[src/source/fetchStage_consts.svh]
//--------------------
// fetch stage 2 sizes and the opcode map of the control transfers.
//--------------------
`ifndef FETCHSTAGE_CONSTS_SVH
`define FETCHSTAGE_CONSTS_SVH

`define FETCH_WIDTH 4
`define INSN_BITS 32
`define PC_BITS 32

// log2 of the CTI queue depth.
`define CTIQ_DEPTH_LOG 3

// opcodes live in instruction bits 31:26.
`define OPC_JUMP 6'h02
`define OPC_CALL 6'h03
`define OPC_BRANCH 6'h04
`define OPC_RETURN 6'h08

`endif

[src/source/fetchPkg.sv]
//--------------------
// fetch stage 2 types shared by the pre-decode, validate and queue blocks.
//--------------------
`include "fetchStage_consts.svh"

package fetchPkg;

  typedef logic [`INSN_BITS-1:0] insn_t;

  typedef logic [`PC_BITS-1:0] pc_t;

  // index into the CTI queue.
  typedef logic [`CTIQ_DEPTH_LOG-1:0] ctiTag_t;

  // one bit per slot, slot 0 oldest.
  typedef logic [`FETCH_WIDTH-1:0] slotMask_t;

  typedef enum logic [1:0] {
    CT_RETURN = 2'd0,
    CT_CALL   = 2'd1,
    CT_JUMP   = 2'd2,
    CT_BRANCH = 2'd3
  } ctrlType_e;

endpackage

[src/source/btbValidate.sv]
//--------------------
// checks the first taken CTI of a bundle against the BTB and trims the bundle.
//--------------------
`include "fetchStage_consts.svh"

module btbValidate
  import fetchPkg::*;
(
  input  slotMask_t isCtrl_i,
  input  ctrlType_e ctrlType_i [`FETCH_WIDTH],
  input  pc_t       target_i [`FETCH_WIDTH],
  input  slotMask_t btbHit_i,
  input  slotMask_t predTaken_i,
  input  pc_t       slotPc_i [`FETCH_WIDTH],
  input  pc_t       rasTop_i,
  output slotMask_t validMask_o,
  output slotMask_t allocMask_o,
  output pc_t       slotTarget_o [`FETCH_WIDTH],
  output logic      redirect_o,
  output logic      redirectRtr_o,
  output logic      redirectCall_o,
  output pc_t       redirectTarget_o,
  output pc_t       callPc_o
);

  slotMask_t isRtr;
  slotMask_t taken;

  for (genvar k = 0; k < `FETCH_WIDTH; k++) begin : slotGen
    assign isRtr[k] = isCtrl_i[k] && (ctrlType_i[k] == CT_RETURN);
    // only a conditional branch can be predicted not taken.
    assign taken[k] = isCtrl_i[k] && (predTaken_i[k] || (ctrlType_i[k] != CT_BRANCH));
    assign slotTarget_o[k] = isRtr[k] ? rasTop_i : target_i[k];
  end

  always_comb begin
    logic found;
    found            = 1'b0;
    validMask_o      = '0;
    redirect_o       = 1'b0;
    redirectRtr_o    = 1'b0;
    redirectCall_o   = 1'b0;
    redirectTarget_o = '0;
    callPc_o         = '0;
    for (int k = 0; k < `FETCH_WIDTH; k++) begin
      if (!found) begin
        validMask_o[k] = 1'b1;
        if (taken[k]) begin
          found            = 1'b1;
          redirectTarget_o = slotTarget_o[k];
          callPc_o         = slotPc_i[k];
          // a BTB miss on the taken CTI means fetch went down the wrong path.
          redirect_o       = !btbHit_i[k];
          redirectRtr_o    = !btbHit_i[k] && isRtr[k];
          redirectCall_o   = !btbHit_i[k] && (ctrlType_i[k] == CT_CALL);
        end
      end
    end
  end

  assign allocMask_o = isCtrl_i & validMask_o;

endmodule

[src/source/ctiQueue.sv]
//--------------------
// circular queue of in-flight CTIs, from allocation in fetch to retirement.
//--------------------
`include "fetchStage_consts.svh"

module ctiQueue
  import fetchPkg::*;
#(
  parameter int DEPTH_LOG = `CTIQ_DEPTH_LOG
) (
  input  logic      clk,
  input  logic      rstN_i,
  input  logic      allocEn_i,
  input  slotMask_t allocMask_i,
  input  pc_t       slotPc_i [`FETCH_WIDTH],
  input  ctrlType_e slotType_i [`FETCH_WIDTH],
  input  logic      resolveEn_i,
  input  ctiTag_t   resolveTag_i,
  input  pc_t       resolveTarget_i,
  input  logic      resolveTaken_i,
  input  logic      mispredict_i,
  input  logic      commitCti_i,
  input  logic      recoverFlag_i,
  output ctiTag_t   slotTag_o [`FETCH_WIDTH],
  output logic      full_o,
  output logic      updateEn_o,
  output pc_t       updatePc_o,
  output pc_t       updateTarget_o,
  output ctrlType_e updateType_o,
  output logic      updateTaken_o
);

  localparam int DEPTH = 1 << DEPTH_LOG;

  typedef logic [DEPTH_LOG-1:0] ptr_t;
  typedef logic [DEPTH_LOG:0]   cnt_t;

  pc_t       pcQ [DEPTH];
  pc_t       targetQ [DEPTH];
  ctrlType_e typeQ [DEPTH];
  logic      takenQ [DEPTH];

  ptr_t head;
  ptr_t tail;
  cnt_t count;
  ptr_t allocIdx [`FETCH_WIDTH];
  cnt_t allocNum;
  ptr_t resolveIdx;
  ptr_t keepDist;
  logic pop;

  assign resolveIdx = ptr_t'(resolveTag_i);
  assign keepDist   = resolveIdx - head;
  assign pop        = commitCti_i && (count != '0);

  // full while a whole bundle of CTIs would not fit.
  assign full_o = count > cnt_t'(DEPTH - `FETCH_WIDTH);

  always_comb begin
    allocNum = '0;
    for (int k = 0; k < `FETCH_WIDTH; k++) begin
      allocIdx[k]  = tail + ptr_t'(allocNum);
      slotTag_o[k] = ctiTag_t'(allocIdx[k]);
      if (allocMask_i[k]) begin
        allocNum = allocNum + 1'b1;
      end
    end
  end

  always_ff @(posedge clk) begin
    if (!rstN_i || recoverFlag_i) begin
      head  <= '0;
      tail  <= '0;
      count <= '0;
    end else begin
      if (pop) begin
        head <= head + 1'b1;
      end
      if (resolveEn_i && mispredict_i) begin
        // everything younger than the mispredicted CTI is dropped.
        tail  <= resolveIdx + 1'b1;
        count <= cnt_t'(keepDist) + 1'b1 - cnt_t'(pop);
      end else if (allocEn_i) begin
        tail  <= tail + ptr_t'(allocNum);
        count <= count + allocNum - cnt_t'(pop);
      end else begin
        count <= count - cnt_t'(pop);
      end
    end
  end

  always_ff @(posedge clk) begin
    if (allocEn_i) begin
      for (int k = 0; k < `FETCH_WIDTH; k++) begin
        if (allocMask_i[k]) begin
          pcQ[allocIdx[k]]     <= slotPc_i[k];
          typeQ[allocIdx[k]]   <= slotType_i[k];
          targetQ[allocIdx[k]] <= '0;
          takenQ[allocIdx[k]]  <= 1'b0;
        end
      end
    end
    if (resolveEn_i) begin
      targetQ[resolveIdx] <= resolveTarget_i;
      takenQ[resolveIdx]  <= resolveTaken_i;
    end
  end

  always_ff @(posedge clk) begin
    if (!rstN_i) begin
      updateEn_o <= 1'b0;
    end else begin
      updateEn_o <= pop;
    end
  end

  // retiring entry goes to the predictor one cycle after the commit.
  always_ff @(posedge clk) begin
    if (pop) begin
      updatePc_o     <= pcQ[head];
      updateTarget_o <= targetQ[head];
      updateType_o   <= typeQ[head];
      updateTaken_o  <= takenQ[head];
    end
  end

endmodule

[src/source/fetchStage2.sv]
//--------------------
// fetch stage 2: pre-decodes a four-wide bundle, validates the BTB
// and tags each kept CTI in the CTI queue.
//--------------------
`include "fetchStage_consts.svh"

module fetchStage2
  import fetchPkg::*;
(
  input  logic                              clk,
  input  logic                              rstN_i,
  input  logic                              fs1Ready_i,
  input  pc_t                               pc_i,
  input  logic [`FETCH_WIDTH*`INSN_BITS-1:0] bundle_i,
  input  slotMask_t                         btbHit_i,
  input  slotMask_t                         predTaken_i,
  input  pc_t                               btbTarget_i [`FETCH_WIDTH],
  input  pc_t                               rasTop_i,
  input  logic                              stall_i,
  input  logic                              flush_i,
  input  logic                              resolveEn_i,
  input  ctiTag_t                           resolveTag_i,
  input  pc_t                               resolveTarget_i,
  input  logic                              resolveTaken_i,
  input  logic                              mispredict_i,
  input  logic                              commitCti_i,
  input  logic                              recoverFlag_i,
  output slotMask_t                         instValid_o,
  output insn_t                             insn_o [`FETCH_WIDTH],
  output pc_t                               instPc_o [`FETCH_WIDTH],
  output pc_t                               instTarget_o [`FETCH_WIDTH],
  output ctiTag_t                           instTag_o [`FETCH_WIDTH],
  output slotMask_t                         instPred_o,
  output logic                              redirect_o,
  output logic                              redirectRtr_o,
  output logic                              redirectCall_o,
  output pc_t                               redirectTarget_o,
  output pc_t                               callPc_o,
  output logic                              updateEn_o,
  output pc_t                               updatePc_o,
  output pc_t                               updateTarget_o,
  output ctrlType_e                         updateType_o,
  output logic                              updateTaken_o,
  output logic                              fs2Ready_o
);

  insn_t     slotInsn [`FETCH_WIDTH];
  pc_t       slotPc [`FETCH_WIDTH];
  pc_t       decTarget [`FETCH_WIDTH];
  ctrlType_e decType [`FETCH_WIDTH];
  pc_t       slotTarget [`FETCH_WIDTH];
  ctiTag_t   slotTag [`FETCH_WIDTH];
  slotMask_t isCtrl;
  slotMask_t btbGood;
  slotMask_t validMask;
  slotMask_t allocMask;
  logic      redirect;
  logic      redirectRtr;
  logic      redirectCall;
  pc_t       redirectTarget;
  pc_t       callPc;
  logic      ctiFull;
  logic      accept;

  assign accept     = fs1Ready_i && !stall_i && !ctiFull;
  assign fs2Ready_o = fs1Ready_i && !ctiFull;

  for (genvar k = 0; k < `FETCH_WIDTH; k++) begin : slotGen
    assign slotInsn[k] = bundle_i[k*`INSN_BITS +: `INSN_BITS];
    assign slotPc[k]   = pc_i + pc_t'(4 * k);
    // a hit with a stale target is as good as a miss, returns use the RAS.
    assign btbGood[k]  = btbHit_i[k] &&
                         ((decType[k] == CT_RETURN) || (btbTarget_i[k] == decTarget[k]));

    preDecode preDecodeInst (
      .pc_i      (slotPc[k]),
      .insn_i    (slotInsn[k]),
      .isCtrl_o  (isCtrl[k]),
      .ctrlType_o(decType[k]),
      .target_o  (decTarget[k])
    );
  end

  btbValidate btbValidateInst (
    .isCtrl_i        (isCtrl),
    .ctrlType_i      (decType),
    .target_i        (decTarget),
    .btbHit_i        (btbGood),
    .predTaken_i     (predTaken_i),
    .slotPc_i        (slotPc),
    .rasTop_i        (rasTop_i),
    .validMask_o     (validMask),
    .allocMask_o     (allocMask),
    .slotTarget_o    (slotTarget),
    .redirect_o      (redirect),
    .redirectRtr_o   (redirectRtr),
    .redirectCall_o  (redirectCall),
    .redirectTarget_o(redirectTarget),
    .callPc_o        (callPc)
  );

  // a flushed bundle never reaches the queue.
  ctiQueue ctiQueueInst (
    .clk            (clk),
    .rstN_i         (rstN_i),
    .allocEn_i      (accept && !flush_i),
    .allocMask_i    (allocMask),
    .slotPc_i       (slotPc),
    .slotType_i     (decType),
    .resolveEn_i    (resolveEn_i),
    .resolveTag_i   (resolveTag_i),
    .resolveTarget_i(resolveTarget_i),
    .resolveTaken_i (resolveTaken_i),
    .mispredict_i   (mispredict_i),
    .commitCti_i    (commitCti_i),
    .recoverFlag_i  (recoverFlag_i),
    .slotTag_o      (slotTag),
    .full_o         (ctiFull),
    .updateEn_o     (updateEn_o),
    .updatePc_o     (updatePc_o),
    .updateTarget_o (updateTarget_o),
    .updateType_o   (updateType_o),
    .updateTaken_o  (updateTaken_o)
  );

  always_ff @(posedge clk) begin
    if (!rstN_i || flush_i) begin
      instValid_o    <= '0;
      redirect_o     <= 1'b0;
      redirectRtr_o  <= 1'b0;
      redirectCall_o <= 1'b0;
    end else begin
      instValid_o    <= accept ? validMask : '0;
      redirect_o     <= accept && redirect;
      redirectRtr_o  <= accept && redirectRtr;
      redirectCall_o <= accept && redirectCall;
    end
  end

  always_ff @(posedge clk) begin
    if (accept) begin
      insn_o           <= slotInsn;
      instPc_o         <= slotPc;
      instTarget_o     <= slotTarget;
      instTag_o        <= slotTag;
      instPred_o       <= predTaken_i;
      redirectTarget_o <= redirectTarget;
      callPc_o         <= callPc;
    end
  end

endmodule

[src/source/preDecode.sv]
//--------------------
// pre-decoder for one slot: CTI flag, control type and direct target.
//--------------------
`include "fetchStage_consts.svh"

module preDecode
  import fetchPkg::*;
(
  input  pc_t       pc_i,
  input  insn_t     insn_i,
  output logic      isCtrl_o,
  output ctrlType_e ctrlType_o,
  output pc_t       target_o
);

  logic [5:0] opcode;
  pc_t        offset;

  assign opcode = insn_i[`INSN_BITS-1 -: 6];

  // word offset in bits 15:0, sign extended.
  assign offset = {{(`PC_BITS-18){insn_i[15]}}, insn_i[15:0], 2'b00};

  assign target_o = pc_i + pc_t'(4) + offset;

  always_comb begin
    isCtrl_o   = 1'b1;
    ctrlType_o = CT_JUMP;
    case (opcode)
      `OPC_JUMP:   ctrlType_o = CT_JUMP;
      `OPC_CALL:   ctrlType_o = CT_CALL;
      `OPC_RETURN: ctrlType_o = CT_RETURN;
      `OPC_BRANCH: ctrlType_o = CT_BRANCH;
      default: begin
        isCtrl_o = 1'b0;
      end
    endcase
  end

endmodule
[config.mk]
export PLATFORM = sky130hd
export DESIGN_NAME = fetchStage2
export DESIGN_NICKNAME = d
export VERILOG_FILES = /design/src/source/fetchPkg.sv /design/src/source/btbValidate.sv /design/src/source/ctiQueue.sv /design/src/source/fetchStage2.sv /design/src/source/preDecode.sv
export VERILOG_INCLUDE_DIRS = /design/src /design/src/source
export SDC_FILE = /design/constraint.sdc
export NUM_CORES = 2
export LEC_CHECK = 0
export BUFFER_PORTS_ARGS = -buffer_cell sky130_fd_sc_hd__buf_2
export CAP_MARGIN = 40
export CORE_MARGIN = 1.5
export CORE_UTILIZATION = 45
export CTS_CLUSTER_SIZE = 10
export DETAILED_ROUTE_END_ITERATION = 8
export GPL_TIMING_DRIVEN = 0
export PLACE_DENSITY = 0.68
export SYNTH_ARGS = -nofsm -noshare
export SYNTH_HDL_FRONTEND = slang
export SYNTH_SLANG_ARGS = --single-unit
[constraint.sdc]
create_clock -name clk -period 26.1 [get_ports clk]
set_clock_uncertainty 0.1 [all_clocks]
set_input_delay 3.915 -clock clk [delete_from_list [all_inputs] [get_ports clk]]
set_output_delay 3.915 -clock clk [all_outputs]
set_load 0.02 [all_outputs]
# Word level (Yosys, flattened, before mapping)

Memory sizes are Yosys's and may differ from the RTL's. A register that Yosys moved wholly into a read port is not among the register bits.
Index checks and enable logic that the tools add are counted.

Register bits: 482
Memory bits (writable): 536
Input port bits: 373
Output and inout port bits: 540
Word-level logic and storage cells: 224
Memories kept: 4

$add $sub $neg: 25
Order comparisons: 1
Equality and inequality tests: 28
Muxes and demuxes: 78
Bitwise logic cells: 2
Reductions and logical operators: 58

Memories:

| name                 | words | bits a word | rd ports | clocked after memory_dff | write ports | line           | source |
|---|---|---|---|---|---|---|---|
| ctiQueueInst.pcQ     | 8     | 32          | 1        | 1                        | 4           | ctiQueue.sv:38 | `pc_t pcQ [DEPTH];` |
| ctiQueueInst.targetQ | 8     | 32          | 1        | 1                        | 5           | ctiQueue.sv:39 | `pc_t targetQ [DEPTH];` |
| ctiQueueInst.typeQ   | 8     | 2           | 1        | 1                        | 4           | ctiQueue.sv:40 | `ctrlType_e typeQ [DEPTH];` |
| ctiQueueInst.takenQ  | 8     | 1           | 1        | 1                        | 5           | ctiQueue.sv:41 | `logic takenQ [DEPTH];` |

Operator list:

| cell                    | count |
|---|---|
| $mux W32                | 18 |
| $add A32 B3 Y32 const B | 4 |
| $add A32 B32 Y32        | 4 |
| $eq A32 B32 Y1          | 4 |
| $add A32 B4 Y32 const B | 2 |
| $mux W1                 | 49 |
| $eq A6 B2 Y1 const B    | 8 |
| $logic_and A1 B1 Y1     | 29 |
| $eq A6 B3 Y1 const B    | 4 |
| $eq A6 B4 Y1 const B    | 4 |
| $pmux W2 S3             | 4 |
| $mux W4                 | 5 |
| $reduce_or A4 Y1        | 4 |
| $sub A4 B1 Y4           | 3 |
| $logic_or A1 B1 Y1      | 10 |
| $add A3 B3 Y3           | 3 |
| $add A4 B1 Y4 const B   | 2 |
| $eq A2 B1 Y1 const B    | 4 |
| $logic_not A1 Y1        | 8 |
| $logic_not A2 Y1        | 4 |
| $ne A2 B2 Y1 const B    | 4 |
| $add A3 B1 Y3 const B   | 2 |
| $mux W3                 | 2 |
| $add A3 B1 Y4 const B   | 1 |
| 10 further kinds        | 10 |

# Depth between registers and ports, before layout

Word-level depth: 21
Mapped depth: 24
Gate-level depth less buffers: 22

# By module

Synthesis repeated with hierarchy kept, for this count alone.

Cells, all modules: 5322
Area, all modules: 62991.7 µm²

Modules (own cells, without submodules):

| module                                    | times used | cells each | area each (µm²) | seq. area each (µm²) |
|---|---|---|---|---|
| ctiQueue                                  | 1          | 2892       | 34120.2         | 18327.6 |
| fetchStage2                               | 1          | 891        | 16947.5         | 13833.3 |
| preDecode at slotGen[0].preDecodeInst ... | 3          | 272        | 2052.0          | 0.0 |
| btbValidate                               | 1          | 451        | 3766.1          | 0.0 |
| preDecode at slotGen[3].preDecodeInst     | 1          | 272        | 2001.9          | 0.0 |

# Least setup slack after synthesis

OpenSTA, ideal clock, no wires.

Kind: input to register
Start point: in fs1Ready_i
End point: reg callPc_o[0], enable pin
Library setup time: 1.286 ns
Arrival: 22.902 ns
Data required time: 24.714 ns
Setup slack: 1.812 ns
Stages on the path: 2
Path buffers: 0
Cell sequence: nand3b_1 nor2_1

Longest elaborated chain between the ends: 2

RTL lines:

| element                           | line               | source |
|---|---|---|
| start, declared                   | fetchStage2.sv:12  | `input logic fs1Ready_i,` |
| $logic_and A1 B1 Y1 (2 in series) | fetchStage2.sv:65  | `assign accept = fs1Ready_i && !stall_i && !ctiFull;` |
| named net accept                  | fetchStage2.sv:63  | `logic accept;` |
| end signal, assigned              | fetchStage2.sv:148 | `callPc_o <= callPc;` |
| end, declared                     | fetchStage2.sv:38  | `output pc_t callPc_o,` |

The timed path passes the listed nets, and every way through them passes these cells.
A chain may end at the register's enable or synchronous reset.

==> run_results.csv <==
group,metric,value,unit
outcome,status,"finished clean",
synthesis,yosys.cell_types.count,92,
synthesis,syn-num-nets,6270,
sta,whs,0.3810,ns
pwr,power,4.886,mW
global_routing,antenna_found_initial,78,
job,maxCapViolations,0,
floorplanning,core_area,0.1392,mm^2
global_routing,grt_util_met1,0.5518,
clock_network,path_clk_slew,0.06,ns
detailed_routing,routed-via-count,57440,
global_routing,grtUsageMet3,0.1533,
final_layout,design_area,0.07687,mm^2
sta,setup_viol,0,
sta,slew_violations,0,
floorplanning,die_h,377.2,um
place,numPortBuffers,910,
synthesis,synth_top_flop_cell,"edfxtp_1",
clock_network,cts-root-buf,"clkbuf_16",
synthesis,syn_area_per_cell,11.14,um^2
floorplanning,num_io_pins,913,
clock_network,cts_buffers,132,
setup_path,path_max_fanout,13,
synthesis,syn_inst,5657,
setup_path,critical_path_class,"in2reg",
place,dp_slack,13.03,ns
setup_path,cp_data_arrival_time,13.39,ns
global_routing,grt_use_met2,0.6777,
clock_network,clk_latency,0.81,ns
clock_network,clockBufferDepth,3,
global_routing,first_global_vias,54330,
pwr,p_leak,28.38,nW
setup_path,cp.required,26.53,ns
detailed_routing,drtPass1Iterations,9,
detailed_routing,wl_per_cell,36.82,um
floorplanning,floorplan.rows,137,
global_routing,grt_start_max_net_pins,38,
worst_hold_path,hold_class,"reg2reg",
sta,slew_headroom,0.05984,
final_layout,nets,7568,
clock_network,clock-sinks,1077,
synthesis,synth_edf_count,1059,
synthesis,synth_area_leaders,"edfxtp_1 (50%), mux4_2 (4.8%), ha_1 (4.6%)",
synthesis,async_flop_share,0,
final_layout,layout_commonest_cell,"edfxtp_1",
detailed_routing,drt_iter0_drc,8241,
final_layout,drive_gt1_frac,0.2321,
sta,post-route-period-util,0.4968,
clock_network,post_cts_buffers,0,
final_layout,stdcell_count,8930,
sta,tightest_slew,1.410,ns
place,place_congestion,1.121,
final_layout,final_cell_mix,"edfxtp_1 (1059), buf_2 (955), nand2_1 (542)",
synthesis,syn_area,0.06300,mm^2
detailed_routing,ant_nets,0,
synthesis,ys_seq_area_frac,0.5105,
setup_path,start_kind,"input port",
clock_network,cts_hold_buffers,0,
clock_network,htreeDepth,4,
place,dp_cells,8680,
sta,fmaxAchievable,77.12,MHz
synthesis,yosysWarnings,0,
synthesis,synth_top_cell_area_share,0.5047,
global_routing,overflow,0,
floorplanning,start_util,0.4527,
floorplanning,die_area,0.1423,mm^2
setup_path,critPathCaptureType,"flip-flop",
synthesis,synth-seq-cells,1077,
sta,rsz0062_at_grt,"false",
detailed_routing,via_per_inst,6.432,
pwr,peakVddDrop,49.37,uV
final_layout,syn2layout_area_growth,22.00,%
global_routing,track_usage,0.4541,
pwr,p_per_area,63.56,mW/mm^2
place,dp_hpwl,265500,um
sta,finalHoldViolCount,0,
global_routing,grt.busiest_layer,"met2",
synthesis,synth_area_leader_cell,"edfxtp_1",
clock_network,cts_tree,"done",
place,place_area,0.07265,mm^2
floorplanning,die_x,377.2,um
sta,fin_crit,12.97,ns
sta,finalWorstSetupSlack,13.13,ns
global_routing,grt_pass1_wl,440200,um
detailed_routing,wirelength,328800,um
detailed_routing,route.detailed.drc,0,
clock_network,cts_resized,0,
[per-stage QoR]
step	util	setup TNS, ns
final	0.5522	0
after global routing	0.5518	0
after CTS	0.5506	0
after detailed placement	0.5219	0
after global placement	0.5022	-3285.12
after floorplan	-	0
[critical path, stage by stage]
cell       delay, ns
buf_2           0.32
clkbuf_1        0.63
inv_1           0.27
clkbuf_2        0.59
ha_1            1.09
clkbuf_1        0.45
clkbuf_1        0.64
inv_1           0.67
ha_1            0.51
ha_1            0.18
inv_1           0.06
fa_1            0.41
nor2b_1         0.24
o221a_2         0.30
o2111ai_1       0.20
a21oi_1         0.59
a31oi_1         0.23
o21ai_0         0.19
o21ai_0         0.18
xor2_1          0.24
o21ai_0         0.69
a221o_1         0.70
[registers in the layout, summed over array words and instances (netlist names)]
register,count
ctiQueueInst.updateType_o,2
redirect_o,1
ctiQueueInst.pcQ,256
ctiQueueInst.updatePc_o,32
ctiQueueInst.targetQ,256
redirectTarget_o,32
ctiQueueInst.updateTaken_o,1
insn_o,128
instValid_o,4
ctiQueueInst.updateTarget_o,32
instPc_o,120
instPred_o,4
callPc_o,32
ctiQueueInst.tail,3
instTag_o,12
ctiQueueInst.head,3
ctiQueueInst.typeQ,16
instTarget_o,128
ctiQueueInst.updateEn_o,1
redirectCall_o,1
ctiQueueInst.takenQ,8
redirectRtr_o,1
ctiQueueInst.count,4
[Yosys cell counts, drive strengths merged, types with 18 or more instances]
master / instances
edfxtp: 1059
a31oi: 54
a211oi: 72
nand3: 130
or2: 33
mux2: 73
and3: 24
xor2: 199
nor3: 98
nand2b: 24
a21o: 38
xnor3: 19
or3: 52
nor4: 35
nor2: 392
clkbuf: 350
buf: 74
nor2b: 21
o211ai: 140
a21oi: 329
inv: 99
nand3b: 19
nand4: 68
ha: 231
o22ai: 20
mux4: 134
and2: 285
dfxtp: 18
o21ai: 400
xnor2: 279
nand2: 542
o21a: 28
a22oi: 23
[layer usage]
metal | routed length [um] | up-vias | share of wire
li1 | - | 23690 | -
met1 | 116400 | 28170 | 0.35
met2 | 141500 | 4412 | 0.43
met3 | 41570 | 1104 | 0.13
met4 | 28820 | 64 | 0.088
met5 | 405 | - | 0.0012
[cell type report]
cell class | instances | area [um^2]
Clock buffer | 168 | 3438
Sequential cell | 1077 | 32160
Fill cell | 12300 | 62320
Multi-Input combinational cell | 4052 | 28920
Timing Repair Buffer | 1164 | 7313
Buffer | 424 | 1658
Clock inverter | 31 | 551.8
Tap cell | 1876 | 2347
Antenna cell | 34 | 85.08
Inverter | 104 | 392.9
[path summary, 6_finish.rpt]
kind                                            start  slack (ns)                    endpoint  cells past startpoint
worst min register to register   ctiQueueInst.tail[2]        0.38               instTag_o[11]                      0
worst min-delay path             ctiQueueInst.tail[2]        0.38               instTag_o[11]                      0
worst max-delay path                          pc_i[2]       13.13        redirectTarget_o[31]                     22
worst max register to register  ctiQueueInst.count[2]       20.24  ctiQueueInst.targetQ[6][5]                     14
[logic make-up after synthesis]
kind of cell | after synthesis | share of synthesized area
and+or+nand+nor | 1772 | 0.1371
AOI/OAI and AO/OA | 1310 | 0.1302
adders and majority gates | 240 | 0.04873
DFF | 1077 | 0.5105
muxes | 222 | 0.06333
buffers and inverters | 528 | 0.03247
xor gates and xnor gates | 508 | 0.07769
[power breakdown]
part           internal, mW  switching [mW]
sequential             1.99          0.0326
combinational         0.345           0.767
clock                 0.977           0.773
Note: power is estimated with default switching activity, not from simulation.
